==> config.mk <==
export PLATFORM = sky130hd
export DESIGN_NAME = hmc_link_user
export DESIGN_NICKNAME = d
export VERILOG_FILES = /design/src/hdl/axis_flit_pkg.sv /design/src/hdl/hmc_pkg.sv /design/src/hdl/hmc_link_user.sv /design/src/hdl/hmc_req_encoder.sv /design/src/hdl/hmc_rsp_decoder.sv
export SDC_FILE = /design/constraint.sdc
export NUM_CORES = 2
export LEC_CHECK = 0
export ABC_CLOCK_PERIOD_IN_PS = 24200
export CAP_MARGIN = 20
export CORE_AREA = 10 10 671 673
export CTS_CLUSTER_DIAMETER = 120
export DETAILED_ROUTE_END_ITERATION = 6
export DIE_AREA = 0 0 681 683
export DONT_BUFFER_PORTS = 1
export RECOVER_POWER = 25
export SLEW_MARGIN = 20
export SYNTH_ARGS = -nofsm -noshare
export SYNTH_HDL_FRONTEND = slang
export SYNTH_SLANG_ARGS = --single-unit
==> constraint.sdc <==
create_clock -name CLK -period 24.2 [get_ports CLK]
set_input_delay 1.21 -clock CLK [delete_from_list [all_inputs] [get_ports CLK]]
set_output_delay 1.21 -clock CLK [all_outputs]
set_load 0.02 [all_outputs]
==> src/hdl/axis_flit_pkg.sv <==
// Fixed openHMC geometry: four 128-bit flits per 512-bit word; only TUSER[11:0] carry flags
`default_nettype none

package axis_flit_pkg;

  // ------------------------------
  // Word geometry
  // ------------------------------
  // Flit 0 sits in TDATA[127:0] and is processed first
  localparam int FLIT_W         = 128;
  localparam int FLITS_PER_WORD = 4;
  localparam int WORD_W         = FLIT_W * FLITS_PER_WORD;

  // TUSER is one bit per data byte on the openHMC AXI ports
  localparam int TUSER_W = WORD_W / 8;

  // ------------------------------
  // TUSER flag groups
  // ------------------------------
  // Each group holds one bit per flit, bit 0 of a group is flit 0
  // Flit is valid
  localparam int TUSER_VALID_LSB = 0;
  // Flit carries a packet header
  localparam int TUSER_HDR_LSB   = 4;
  // Flit carries a packet tail
  localparam int TUSER_TAIL_LSB  = 8;

endpackage

`default_nettype wire

==> src/hdl/hmc_pkg.sv <==
// HMC request and response fields for 32-byte packets only; tail is left zero for the controller to fill
`default_nettype none

package hmc_pkg;

  import axis_flit_pkg::*;

  // ------------------------------
  // User side widths
  // ------------------------------
  // Address counts 32-byte blocks
  localparam int ADDR_W = 27;
  localparam int TAG_W  = 9;
  localparam int DATA_W = 256;

  // Time to let NULL flits drain after link training
  localparam int INIT_WAIT_CYCLES = 256;
  localparam int INIT_CNT_W       = $clog2(INIT_WAIT_CYCLES);

  // ------------------------------
  // Commands and lengths
  // ------------------------------
  // Posted write, no response comes back
  localparam logic [5:0] CMD_P_WR32 = 6'b011001;
  // Read, answered by RD_RS with the same tag
  localparam logic [5:0] CMD_RD32   = 6'b110001;

  // Lengths in flits, header and tail included
  localparam logic [3:0] LNG_WR32 = 4'd3;
  localparam logic [3:0] LNG_RD32 = 4'd1;

  // Request header, bit 63 first
  typedef struct packed {
    logic [2:0]       cub;
    logic [2:0]       res_hi;
    // Byte address, 16-byte granular
    logic [33:0]      addr;
    logic [TAG_W-1:0] tag;
    // Copy of lng
    logic [3:0]       dln;
    logic [3:0]       lng;
    logic             res_lo;
    logic [5:0]       cmd;
  } hmc_req_hdr_t;

  // One flit, seen either as header plus first payload or as plain data
  typedef union packed {
    struct packed {
      logic [FLIT_W-$bits(hmc_req_hdr_t)-1:0] upper;
      hmc_req_hdr_t                           hdr;
    } hdr_view;
    logic [FLIT_W-1:0] raw;
  } hmc_flit_u;

endpackage

`default_nettype wire

==> src/hdl/hmc_link_user.sv <==
// Expects post_done_i to stay high once set; read results have no back-pressure
`timescale 1ns/1ps
`default_nettype none

module hmc_link_user import axis_flit_pkg::*; import hmc_pkg::*; (
  input  logic               CLK,
  input  logic               RST,
  input  logic               post_done_i,
  // Write requests
  input  logic               wr_valid_i,
  input  logic [ADDR_W-1:0]  wr_addr_i,
  input  logic [DATA_W-1:0]  wr_data_i,
  output logic               wr_ready_o,
  // Read requests
  input  logic               rd_valid_i,
  input  logic [ADDR_W-1:0]  rd_addr_i,
  input  logic [TAG_W-1:0]   rd_tag_i,
  output logic               rd_ready_o,
  // openHMC TX stream
  output logic               tx_tvalid_o,
  input  logic               tx_tready_i,
  output logic [WORD_W-1:0]  tx_tdata_o,
  output logic [TUSER_W-1:0] tx_tuser_o,
  // openHMC RX stream
  input  logic               rx_tvalid_i,
  output logic               rx_tready_o,
  input  logic [WORD_W-1:0]  rx_tdata_i,
  input  logic [TUSER_W-1:0] rx_tuser_i,
  // Read results
  output logic               rd_data_valid_o,
  output logic [DATA_W-1:0]  rd_data_o,
  output logic [TAG_W-1:0]   rd_tag_o
);

  // Request side owns TX and both request handshakes
  hmc_req_encoder i_req_encoder (
    .CLK(CLK), .RST(RST), .post_done_i(post_done_i),
    .wr_valid_i(wr_valid_i), .wr_addr_i(wr_addr_i), .wr_data_i(wr_data_i),
    .rd_valid_i(rd_valid_i), .rd_addr_i(rd_addr_i), .rd_tag_i(rd_tag_i),
    .tx_tready_i(tx_tready_i), .wr_ready_o(wr_ready_o), .rd_ready_o(rd_ready_o),
    .tx_tvalid_o(tx_tvalid_o), .tx_tdata_o(tx_tdata_o), .tx_tuser_o(tx_tuser_o)
  );

  // Response side owns RX and the read results
  hmc_rsp_decoder i_rsp_decoder (
    .CLK(CLK), .RST(RST), .post_done_i(post_done_i),
    .rx_tvalid_i(rx_tvalid_i), .rx_tdata_i(rx_tdata_i), .rx_tuser_i(rx_tuser_i),
    .rx_tready_o(rx_tready_o), .rd_data_valid_o(rd_data_valid_o),
    .rd_data_o(rd_data_o), .rd_tag_o(rd_tag_o)
  );

endmodule

`default_nettype wire

==> src/hdl/hmc_req_encoder.sv <==
// One request in flight at a time; write wins over read; posted writes always carry tag 0
`timescale 1ns/1ps
`default_nettype none

module hmc_req_encoder import axis_flit_pkg::*; import hmc_pkg::*; (
  input  logic               CLK,
  input  logic               RST,
  input  logic               post_done_i,
  input  logic               wr_valid_i,
  input  logic [ADDR_W-1:0]  wr_addr_i,
  input  logic [DATA_W-1:0]  wr_data_i,
  input  logic               rd_valid_i,
  input  logic [ADDR_W-1:0]  rd_addr_i,
  input  logic [TAG_W-1:0]   rd_tag_i,
  input  logic               tx_tready_i,
  output logic               wr_ready_o,
  output logic               rd_ready_o,
  output logic               tx_tvalid_o,
  output logic [WORD_W-1:0]  tx_tdata_o,
  output logic [TUSER_W-1:0] tx_tuser_o
);

  logic [INIT_CNT_W-1:0] init_cnt;
  logic                  link_open;
  logic                  slot_free;
  logic                  wr_fire;
  logic                  rd_fire;
  hmc_flit_u             wr_flit [3];
  hmc_flit_u             rd_flit;
  logic [WORD_W-1:0]     wr_word;
  logic [WORD_W-1:0]     rd_word;
  logic [TUSER_W-1:0]    wr_user;
  logic [TUSER_W-1:0]    rd_user;

  // Request header with cub and reserved bits at zero
  function automatic hmc_req_hdr_t req_hdr(input logic [5:0] cmd, input logic [3:0] lng,
                                           input logic [ADDR_W-1:0] addr,
                                           input logic [TAG_W-1:0] tag);
    hmc_req_hdr_t h;
    h      = '0;
    // 32-byte block number to byte address
    h.addr = {2'b00, addr, 5'b00000};
    h.tag  = tag;
    h.dln  = lng;
    h.lng  = lng;
    h.cmd  = cmd;
    return h;
  endfunction

  // ------------------------------
  // Link-up hold-off
  // ------------------------------
  always_ff @(posedge CLK) begin
    if (RST) begin
      init_cnt  <= '0;
      link_open <= 1'b0;
    end else if (post_done_i && !link_open) begin
      init_cnt <= init_cnt + 1'b1;
      if (init_cnt == INIT_CNT_W'(INIT_WAIT_CYCLES - 1))
        link_open <= 1'b1;
    end
  end

  // Output register empty, or emptied by TX this cycle
  assign slot_free  = !tx_tvalid_o || tx_tready_i;
  assign wr_ready_o = link_open && slot_free;
  // Read only gets the slot when no write asks for it
  assign rd_ready_o = link_open && slot_free && !wr_valid_i;
  assign wr_fire    = wr_valid_i && wr_ready_o;
  assign rd_fire    = rd_valid_i && rd_ready_o;

  // ------------------------------
  // Packet building
  // ------------------------------
  always_comb begin
    // P_WR32: header + data[63:0], data[191:64], data[255:192] + zero tail
    wr_flit[0].hdr_view.hdr   = req_hdr(CMD_P_WR32, LNG_WR32, wr_addr_i, '0);
    wr_flit[0].hdr_view.upper = wr_data_i[63:0];
    wr_flit[1].raw            = wr_data_i[191:64];
    wr_flit[2].raw            = {64'd0, wr_data_i[255:192]};
    // Flit 3 is padding
    wr_word = {{FLIT_W{1'b0}}, wr_flit[2].raw, wr_flit[1].raw, wr_flit[0].raw};
    // RD32: header and zero tail in flit 0 only
    rd_flit.hdr_view.hdr   = req_hdr(CMD_RD32, LNG_RD32, rd_addr_i, rd_tag_i);
    rd_flit.hdr_view.upper = '0;
    rd_word = {{(WORD_W-FLIT_W){1'b0}}, rd_flit.raw};
  end

  always_comb begin
    wr_user = '0;
    wr_user[TUSER_VALID_LSB +: FLITS_PER_WORD] = 4'b0111;
    wr_user[TUSER_HDR_LSB +: FLITS_PER_WORD]   = 4'b0001;
    wr_user[TUSER_TAIL_LSB +: FLITS_PER_WORD]  = 4'b0100;
    // Single flit is header and tail at once
    rd_user = '0;
    rd_user[TUSER_VALID_LSB +: FLITS_PER_WORD] = 4'b0001;
    rd_user[TUSER_HDR_LSB +: FLITS_PER_WORD]   = 4'b0001;
    rd_user[TUSER_TAIL_LSB +: FLITS_PER_WORD]  = 4'b0001;
  end

  // ------------------------------
  // Held TX word
  // ------------------------------
  always_ff @(posedge CLK) begin
    if (RST)
      tx_tvalid_o <= 1'b0;
    else if (wr_fire || rd_fire)
      tx_tvalid_o <= 1'b1;
    else if (tx_tready_i)
      tx_tvalid_o <= 1'b0;
  end

  // Payload only loads on an accepted request, so it holds under back-pressure
  always_ff @(posedge CLK) begin
    if (wr_fire) begin
      tx_tdata_o <= wr_word;
      tx_tuser_o <= wr_user;
    end else if (rd_fire) begin
      tx_tdata_o <= rd_word;
      tx_tuser_o <= rd_user;
    end
  end

endmodule

`default_nettype wire

==> src/hdl/hmc_rsp_decoder.sv <==
// At most one response completes per RX word; response error fields and CRC are not checked
`timescale 1ns/1ps
`default_nettype none

module hmc_rsp_decoder import axis_flit_pkg::*; import hmc_pkg::*; (
  input  logic               CLK,
  input  logic               RST,
  input  logic               post_done_i,
  input  logic               rx_tvalid_i,
  input  logic [WORD_W-1:0]  rx_tdata_i,
  input  logic [TUSER_W-1:0] rx_tuser_i,
  output logic               rx_tready_o,
  output logic               rd_data_valid_o,
  output logic [DATA_W-1:0]  rd_data_o,
  output logic [TAG_W-1:0]   rd_tag_o
);

  hmc_flit_u                   rx_flit [FLITS_PER_WORD];
  logic [FLITS_PER_WORD-1:0]   vld;
  logic [FLITS_PER_WORD-1:0]   hdr;
  logic [FLITS_PER_WORD-1:0]   tail;
  logic                        rx_take;
  // Partial response waiting for its continuation word
  logic                        wait_pos2;
  logic                        wait_pos3;
  logic [191:0]                part_data;
  logic [TAG_W-1:0]            part_tag;
  // Decode results of the current word
  logic                        cmp_hit;
  logic [DATA_W-1:0]           cmp_data;
  logic [TAG_W-1:0]            cmp_tag;
  logic                        span_pos2;
  logic                        span_pos3;

  // Split the word into flits, flit 0 in the low bits
  for (genvar i = 0; i < FLITS_PER_WORD; i++) begin : g_flit
    assign rx_flit[i].raw = rx_tdata_i[i*FLIT_W +: FLIT_W];
  end

  assign vld  = rx_tuser_i[TUSER_VALID_LSB +: FLITS_PER_WORD];
  assign hdr  = rx_tuser_i[TUSER_HDR_LSB +: FLITS_PER_WORD];
  assign tail = rx_tuser_i[TUSER_TAIL_LSB +: FLITS_PER_WORD];

  // Always ready once the link is up
  always_ff @(posedge CLK) begin
    if (RST)
      rx_tready_o <= 1'b0;
    else if (post_done_i)
      rx_tready_o <= 1'b1;
  end

  assign rx_take = rx_tvalid_i && rx_tready_o;

  // ------------------------------
  // Position decode
  // ------------------------------
  always_comb begin
    cmp_hit  = 1'b0;
    cmp_data = '0;
    cmp_tag  = '0;
    if (wait_pos2 && tail[0] && vld[0]) begin
      // Flit 0 finishes a response started at position 2
      cmp_hit  = 1'b1;
      cmp_data = {rx_flit[0].raw[63:0], part_data};
      cmp_tag  = part_tag;
    end else if (wait_pos3 && tail[1] && vld[1:0] == 2'b11) begin
      // Flits 0 and 1 finish a response started at position 3
      cmp_hit  = 1'b1;
      cmp_data = {rx_flit[1].raw[63:0], rx_flit[0].raw, part_data[63:0]};
      cmp_tag  = part_tag;
    end else if (hdr[0] && tail[2] && vld[2:0] == 3'b111) begin
      cmp_hit  = 1'b1;
      cmp_data = {rx_flit[2].raw[63:0], rx_flit[1].raw, rx_flit[0].hdr_view.upper};
      cmp_tag  = rx_flit[0].hdr_view.hdr.tag;
    end else if (hdr[1] && tail[3] && vld[3:1] == 3'b111) begin
      cmp_hit  = 1'b1;
      cmp_data = {rx_flit[3].raw[63:0], rx_flit[2].raw, rx_flit[1].hdr_view.upper};
      cmp_tag  = rx_flit[1].hdr_view.hdr.tag;
    end
    // Headers in the upper flits run over into the next word
    span_pos2 = hdr[2] && !tail[2] && !tail[3] && vld[3:2] == 2'b11;
    span_pos3 = hdr[3] && !tail[3] && vld[3];
  end

  // ------------------------------
  // Partial response store
  // ------------------------------
  always_ff @(posedge CLK) begin
    if (RST) begin
      wait_pos2 <= 1'b0;
      wait_pos3 <= 1'b0;
    end else if (rx_take) begin
      // Any accepted word ends the wait; a new span may start in the same word
      wait_pos2 <= span_pos2;
      wait_pos3 <= span_pos3;
    end
  end

  always_ff @(posedge CLK) begin
    if (rx_take && span_pos2) begin
      part_data <= {rx_flit[3].raw, rx_flit[2].hdr_view.upper};
      part_tag  <= rx_flit[2].hdr_view.hdr.tag;
    end else if (rx_take && span_pos3) begin
      part_data[63:0] <= rx_flit[3].hdr_view.upper;
      part_tag        <= rx_flit[3].hdr_view.hdr.tag;
    end
  end

  // ------------------------------
  // Read result
  // ------------------------------
  // One-cycle pulse the cycle after the completing word
  always_ff @(posedge CLK) begin
    if (RST)
      rd_data_valid_o <= 1'b0;
    else
      rd_data_valid_o <= rx_take && cmp_hit;
  end

  always_ff @(posedge CLK) begin
    if (rx_take && cmp_hit) begin
      rd_data_o <= cmp_data;
      rd_tag_o  <= cmp_tag;
    end
  end

endmodule

`default_nettype wire

==> results.py <==
metrics = {
    "final_layout": {
        "finish.instance_area_um2": 44430,
        "syn2layout_area_growth_pct": 27.15,
        "final_cells": 8821,
        "nets": 3604,
        "drive_gt1_share_pct": 9.924,
        "n_fill_cell": 49970,
    },
    "cts": {
        "cts_max_level": 3,
        "cts_buffers": 105,
        "postCtsHoldBufs": 0,
        "clock_latency_ns": 0.82,
        "cts_setup_buffers": 0,
        "path_clk_slew_ns": 0.06,
        "cts_tree": "built",
        "cts_sinks": 774,
        "ctsRootBufferMaster": "clkbuf_16",
        "cts_buffer_depth": 4,
        "post_cts_resized": 0,
    },
    "global_route": {
        "antenna_found_initial": 248,
        "grt_pass1_wl_um": 297900,
        "grt_max_degree": 135,
        "grt_pass1_vias": 22570,
        "grt_usage_pct": 10.07,
        "grt-ovfl-total": 0,
    },
    "floorplan": {
        "ios": 1748,
        "initial_core_util_pct": 8.003,
        "die-width_um": 681,
        "core_um2": 436600,
        "die_area_um2": 465100,
        "fp-row-count": 243,
        "die-height_um": 683,
    },
    "flow_run": {
        "cap_violations": 9,
    },
    "detailed_routing": {
        "drt-pass1-iter-count": 6,
        "drt-vias-per-instance": 2.844,
        "drc": 0,
        "vias": 25080,
        "wl_per_cell_um": 28.75,
        "finalWirelength_um": 253600,
        "drtIter0Drc": 2983,
        "ant_nets": 0,
    },
    "timing": {
        "drv_slew": 436,
        "min_period_over_period_pct": 30.81,
        "skew_ns": 0.06368,
        "finalHoldViolations": 0,
        "period_needed_ns": 7.456,
        "relSlewSlack_pct": -153.4,
        "max_clock_freq_mhz": 134.1,
        "setup_violations": 0,
        "final.setup.tns_ns": 0,
        "tightest_slew_ns": 3.801,
        "rsz0062_at_grt": "no",
    },
    "worst_hold_path": {
        "hold_class": "in -> reg",
    },
    "placed_design": {
        "hpwlAfterDp_um": 213500,
        "portBuffers": 0,
        "gp_congestion": 0.9145,
        "numPlacedInstances": 8348,
        "dpl-instance-area_um2": 40470,
    },
    "power": {
        "vdd_ir_drop_max_mv": 0.05733,
        "leakagePower_nw": 12.38,
        "power_density_nw_per_um2": 69.26,
    },
    "synthesis": {
        "ys_seq_elements": 774,
        "synth_edf_count": 749,
        "syn_avg_cell_area_um2": 12.72,
        "syn_inst": 2747,
        "ys_seq_area_share_pct": 65.80,
        "synth_flop_cell": "edfxtp_1",
        "yosysUniqueCellTypes": 41,
        "yosysWarningCount": 0,
        "synth_area_um2": 34940,
        "synthArstFlopShare_pct": 0,
    },
    "worst_setup_path": {
        "crit_required_ns": 24.63,
        "crit_fanout": 134,
        "path_class": "reg -> reg",
        "start_kind": "flip-flop",
        "worstSetupEndpointType": "flip-flop",
        "critPathArrivalTime_ns": 7.89,
    },
    "status": {
        "status": "finished with violations",
        "violations": "capacitance limit, slew limit",
    },
}
[cells by family (layout without fill, tap and decap cells)]
group / Yosys count / in the layout / synth area share (%)
AOI/OAI and AO/OA: 645 / 645 / 11.28
xor gates and xnor gates: 6 / 6 / 0.1504
adders and majority gates: 1 / 1 / 0.03580
buffers and inverters: 481 / 241 / 9.132
DFF: 774 / 774 / 65.80
muxes: 74 / 74 / 2.779
other: 2 / 559 / 0.02149
and+or+nand+nor: 764 / 764 / 10.80
[registers in the layout, summed over array words and instances (netlist names), 8 cells and up]
name	flops
i_req_encoder.tx_tdata_o	294
i_rsp_decoder.rd_data_o	256
i_rsp_decoder.part_tag	9
i_rsp_decoder.part_data	192
i_rsp_decoder.rd_tag_o	9
i_req_encoder.init_cnt	8
[placed cells by master (no fill, tap or decap), drive strengths merged, types with 2 or more instances in the layout]
master and instances:
xnor2 3, nand2b 2, o22ai 73, nand3 122, clkinv 39, nand4 2
and4b 4, a22o 27, conb 276, nor3 2, edfxtp 749, dfxtp 25
diode 283, and4 2, buf 48, a31oi 124, a21oi 275, and3 3
nor2 205, bufinv 6, mux2 73, and2 257, clkinvlp 5, inv 12
nand2 155, clkbuf 131, nor2b 3, xor2 3, a22oi 144
[worst max-delay path: stages (launching register included)]
cell      delay (ns)
dfxtp_1         0.43
a32o_1          0.16
nand2_1         0.69
a31oi_1         1.04
clkbuf_1        2.24
buf_4           0.77
buf_4           0.72
buf_12          0.49
[cell type report]
cell class	count	area (µm²)	share of cell area, %
tap	5757	7203	16.21
timing repair buffer	54	445.4	1.003
sequential	774	22990	51.76
clock inverter	62	558.0	1.256
clock buffer	125	2743	6.174
multi-input combinational	1766	9774	22.00
antenna	283	708.2	1.594
[cells in the mapped netlist, types with 57 or more instances]
library cell	number	share of area [%]
a21oi_1	275	3.9
a22oi_1	144	3.1
a31oi_1	124	2.2
and2_1	257	4.6
buf_2	57	0.82
buf_4	284	6.1
clkbuf_1	97	1.0
edfxtp_1	749	64
nand2_1	154	1.7
nand3_1	122	1.7
nor2_1	205	2.2
o22ai_1	73	1.3
[layer usage]
metal | GRT usage [%] | vias to the layer above | part of all wire [%]
met4 | 5.716 | 102 | 6.2
met5 | 0.2931 | - | 0.27
li1 | - | 9853 | -
met3 | 6.192 | 624 | 15
met1 | 10.18 | 12200 | 32
met2 | 15.97 | 2304 | 46
[stage by stage]
step	hold WS (ns)	setup slack (ns)	util [%]	total power, mW
after floorplan	0.4528	7.238	-	1.593
after global placement	0.4881	18.60	9.269	1.566
after detailed placement	0.4923	18.58	9.269	1.567
after CTS	0.3079	19.31	10.03	3.121
after global routing	0.3481	16.11	10.14	3.167
final	0.4314	16.74	10.18	3.077
[worst paths after layout]
path,startpoint,end,slack [ns],cells past startpoint
setup reg to reg,i_rsp_decoder.wait_pos2,i_rsp_decoder.rd_data_o[229],16.74,7
hold / removal,rx_tdata_i[441],i_rsp_decoder.part_data[121],0.43,0
hold reg to reg,i_rsp_decoder.wait_pos3,i_rsp_decoder.wait_pos3,0.50,2
setup / recovery,i_rsp_decoder.wait_pos2,i_rsp_decoder.rd_data_o[229],16.74,7
[where the power goes]
group	switching, mW	leakage (nW)	internal (mW)
Sequential	0.00303	6.83	1.46
Combinational	0.0612	3.94	0.0164
Clock	0.660	1.61	0.876
(Power assumes the default switching activity.)
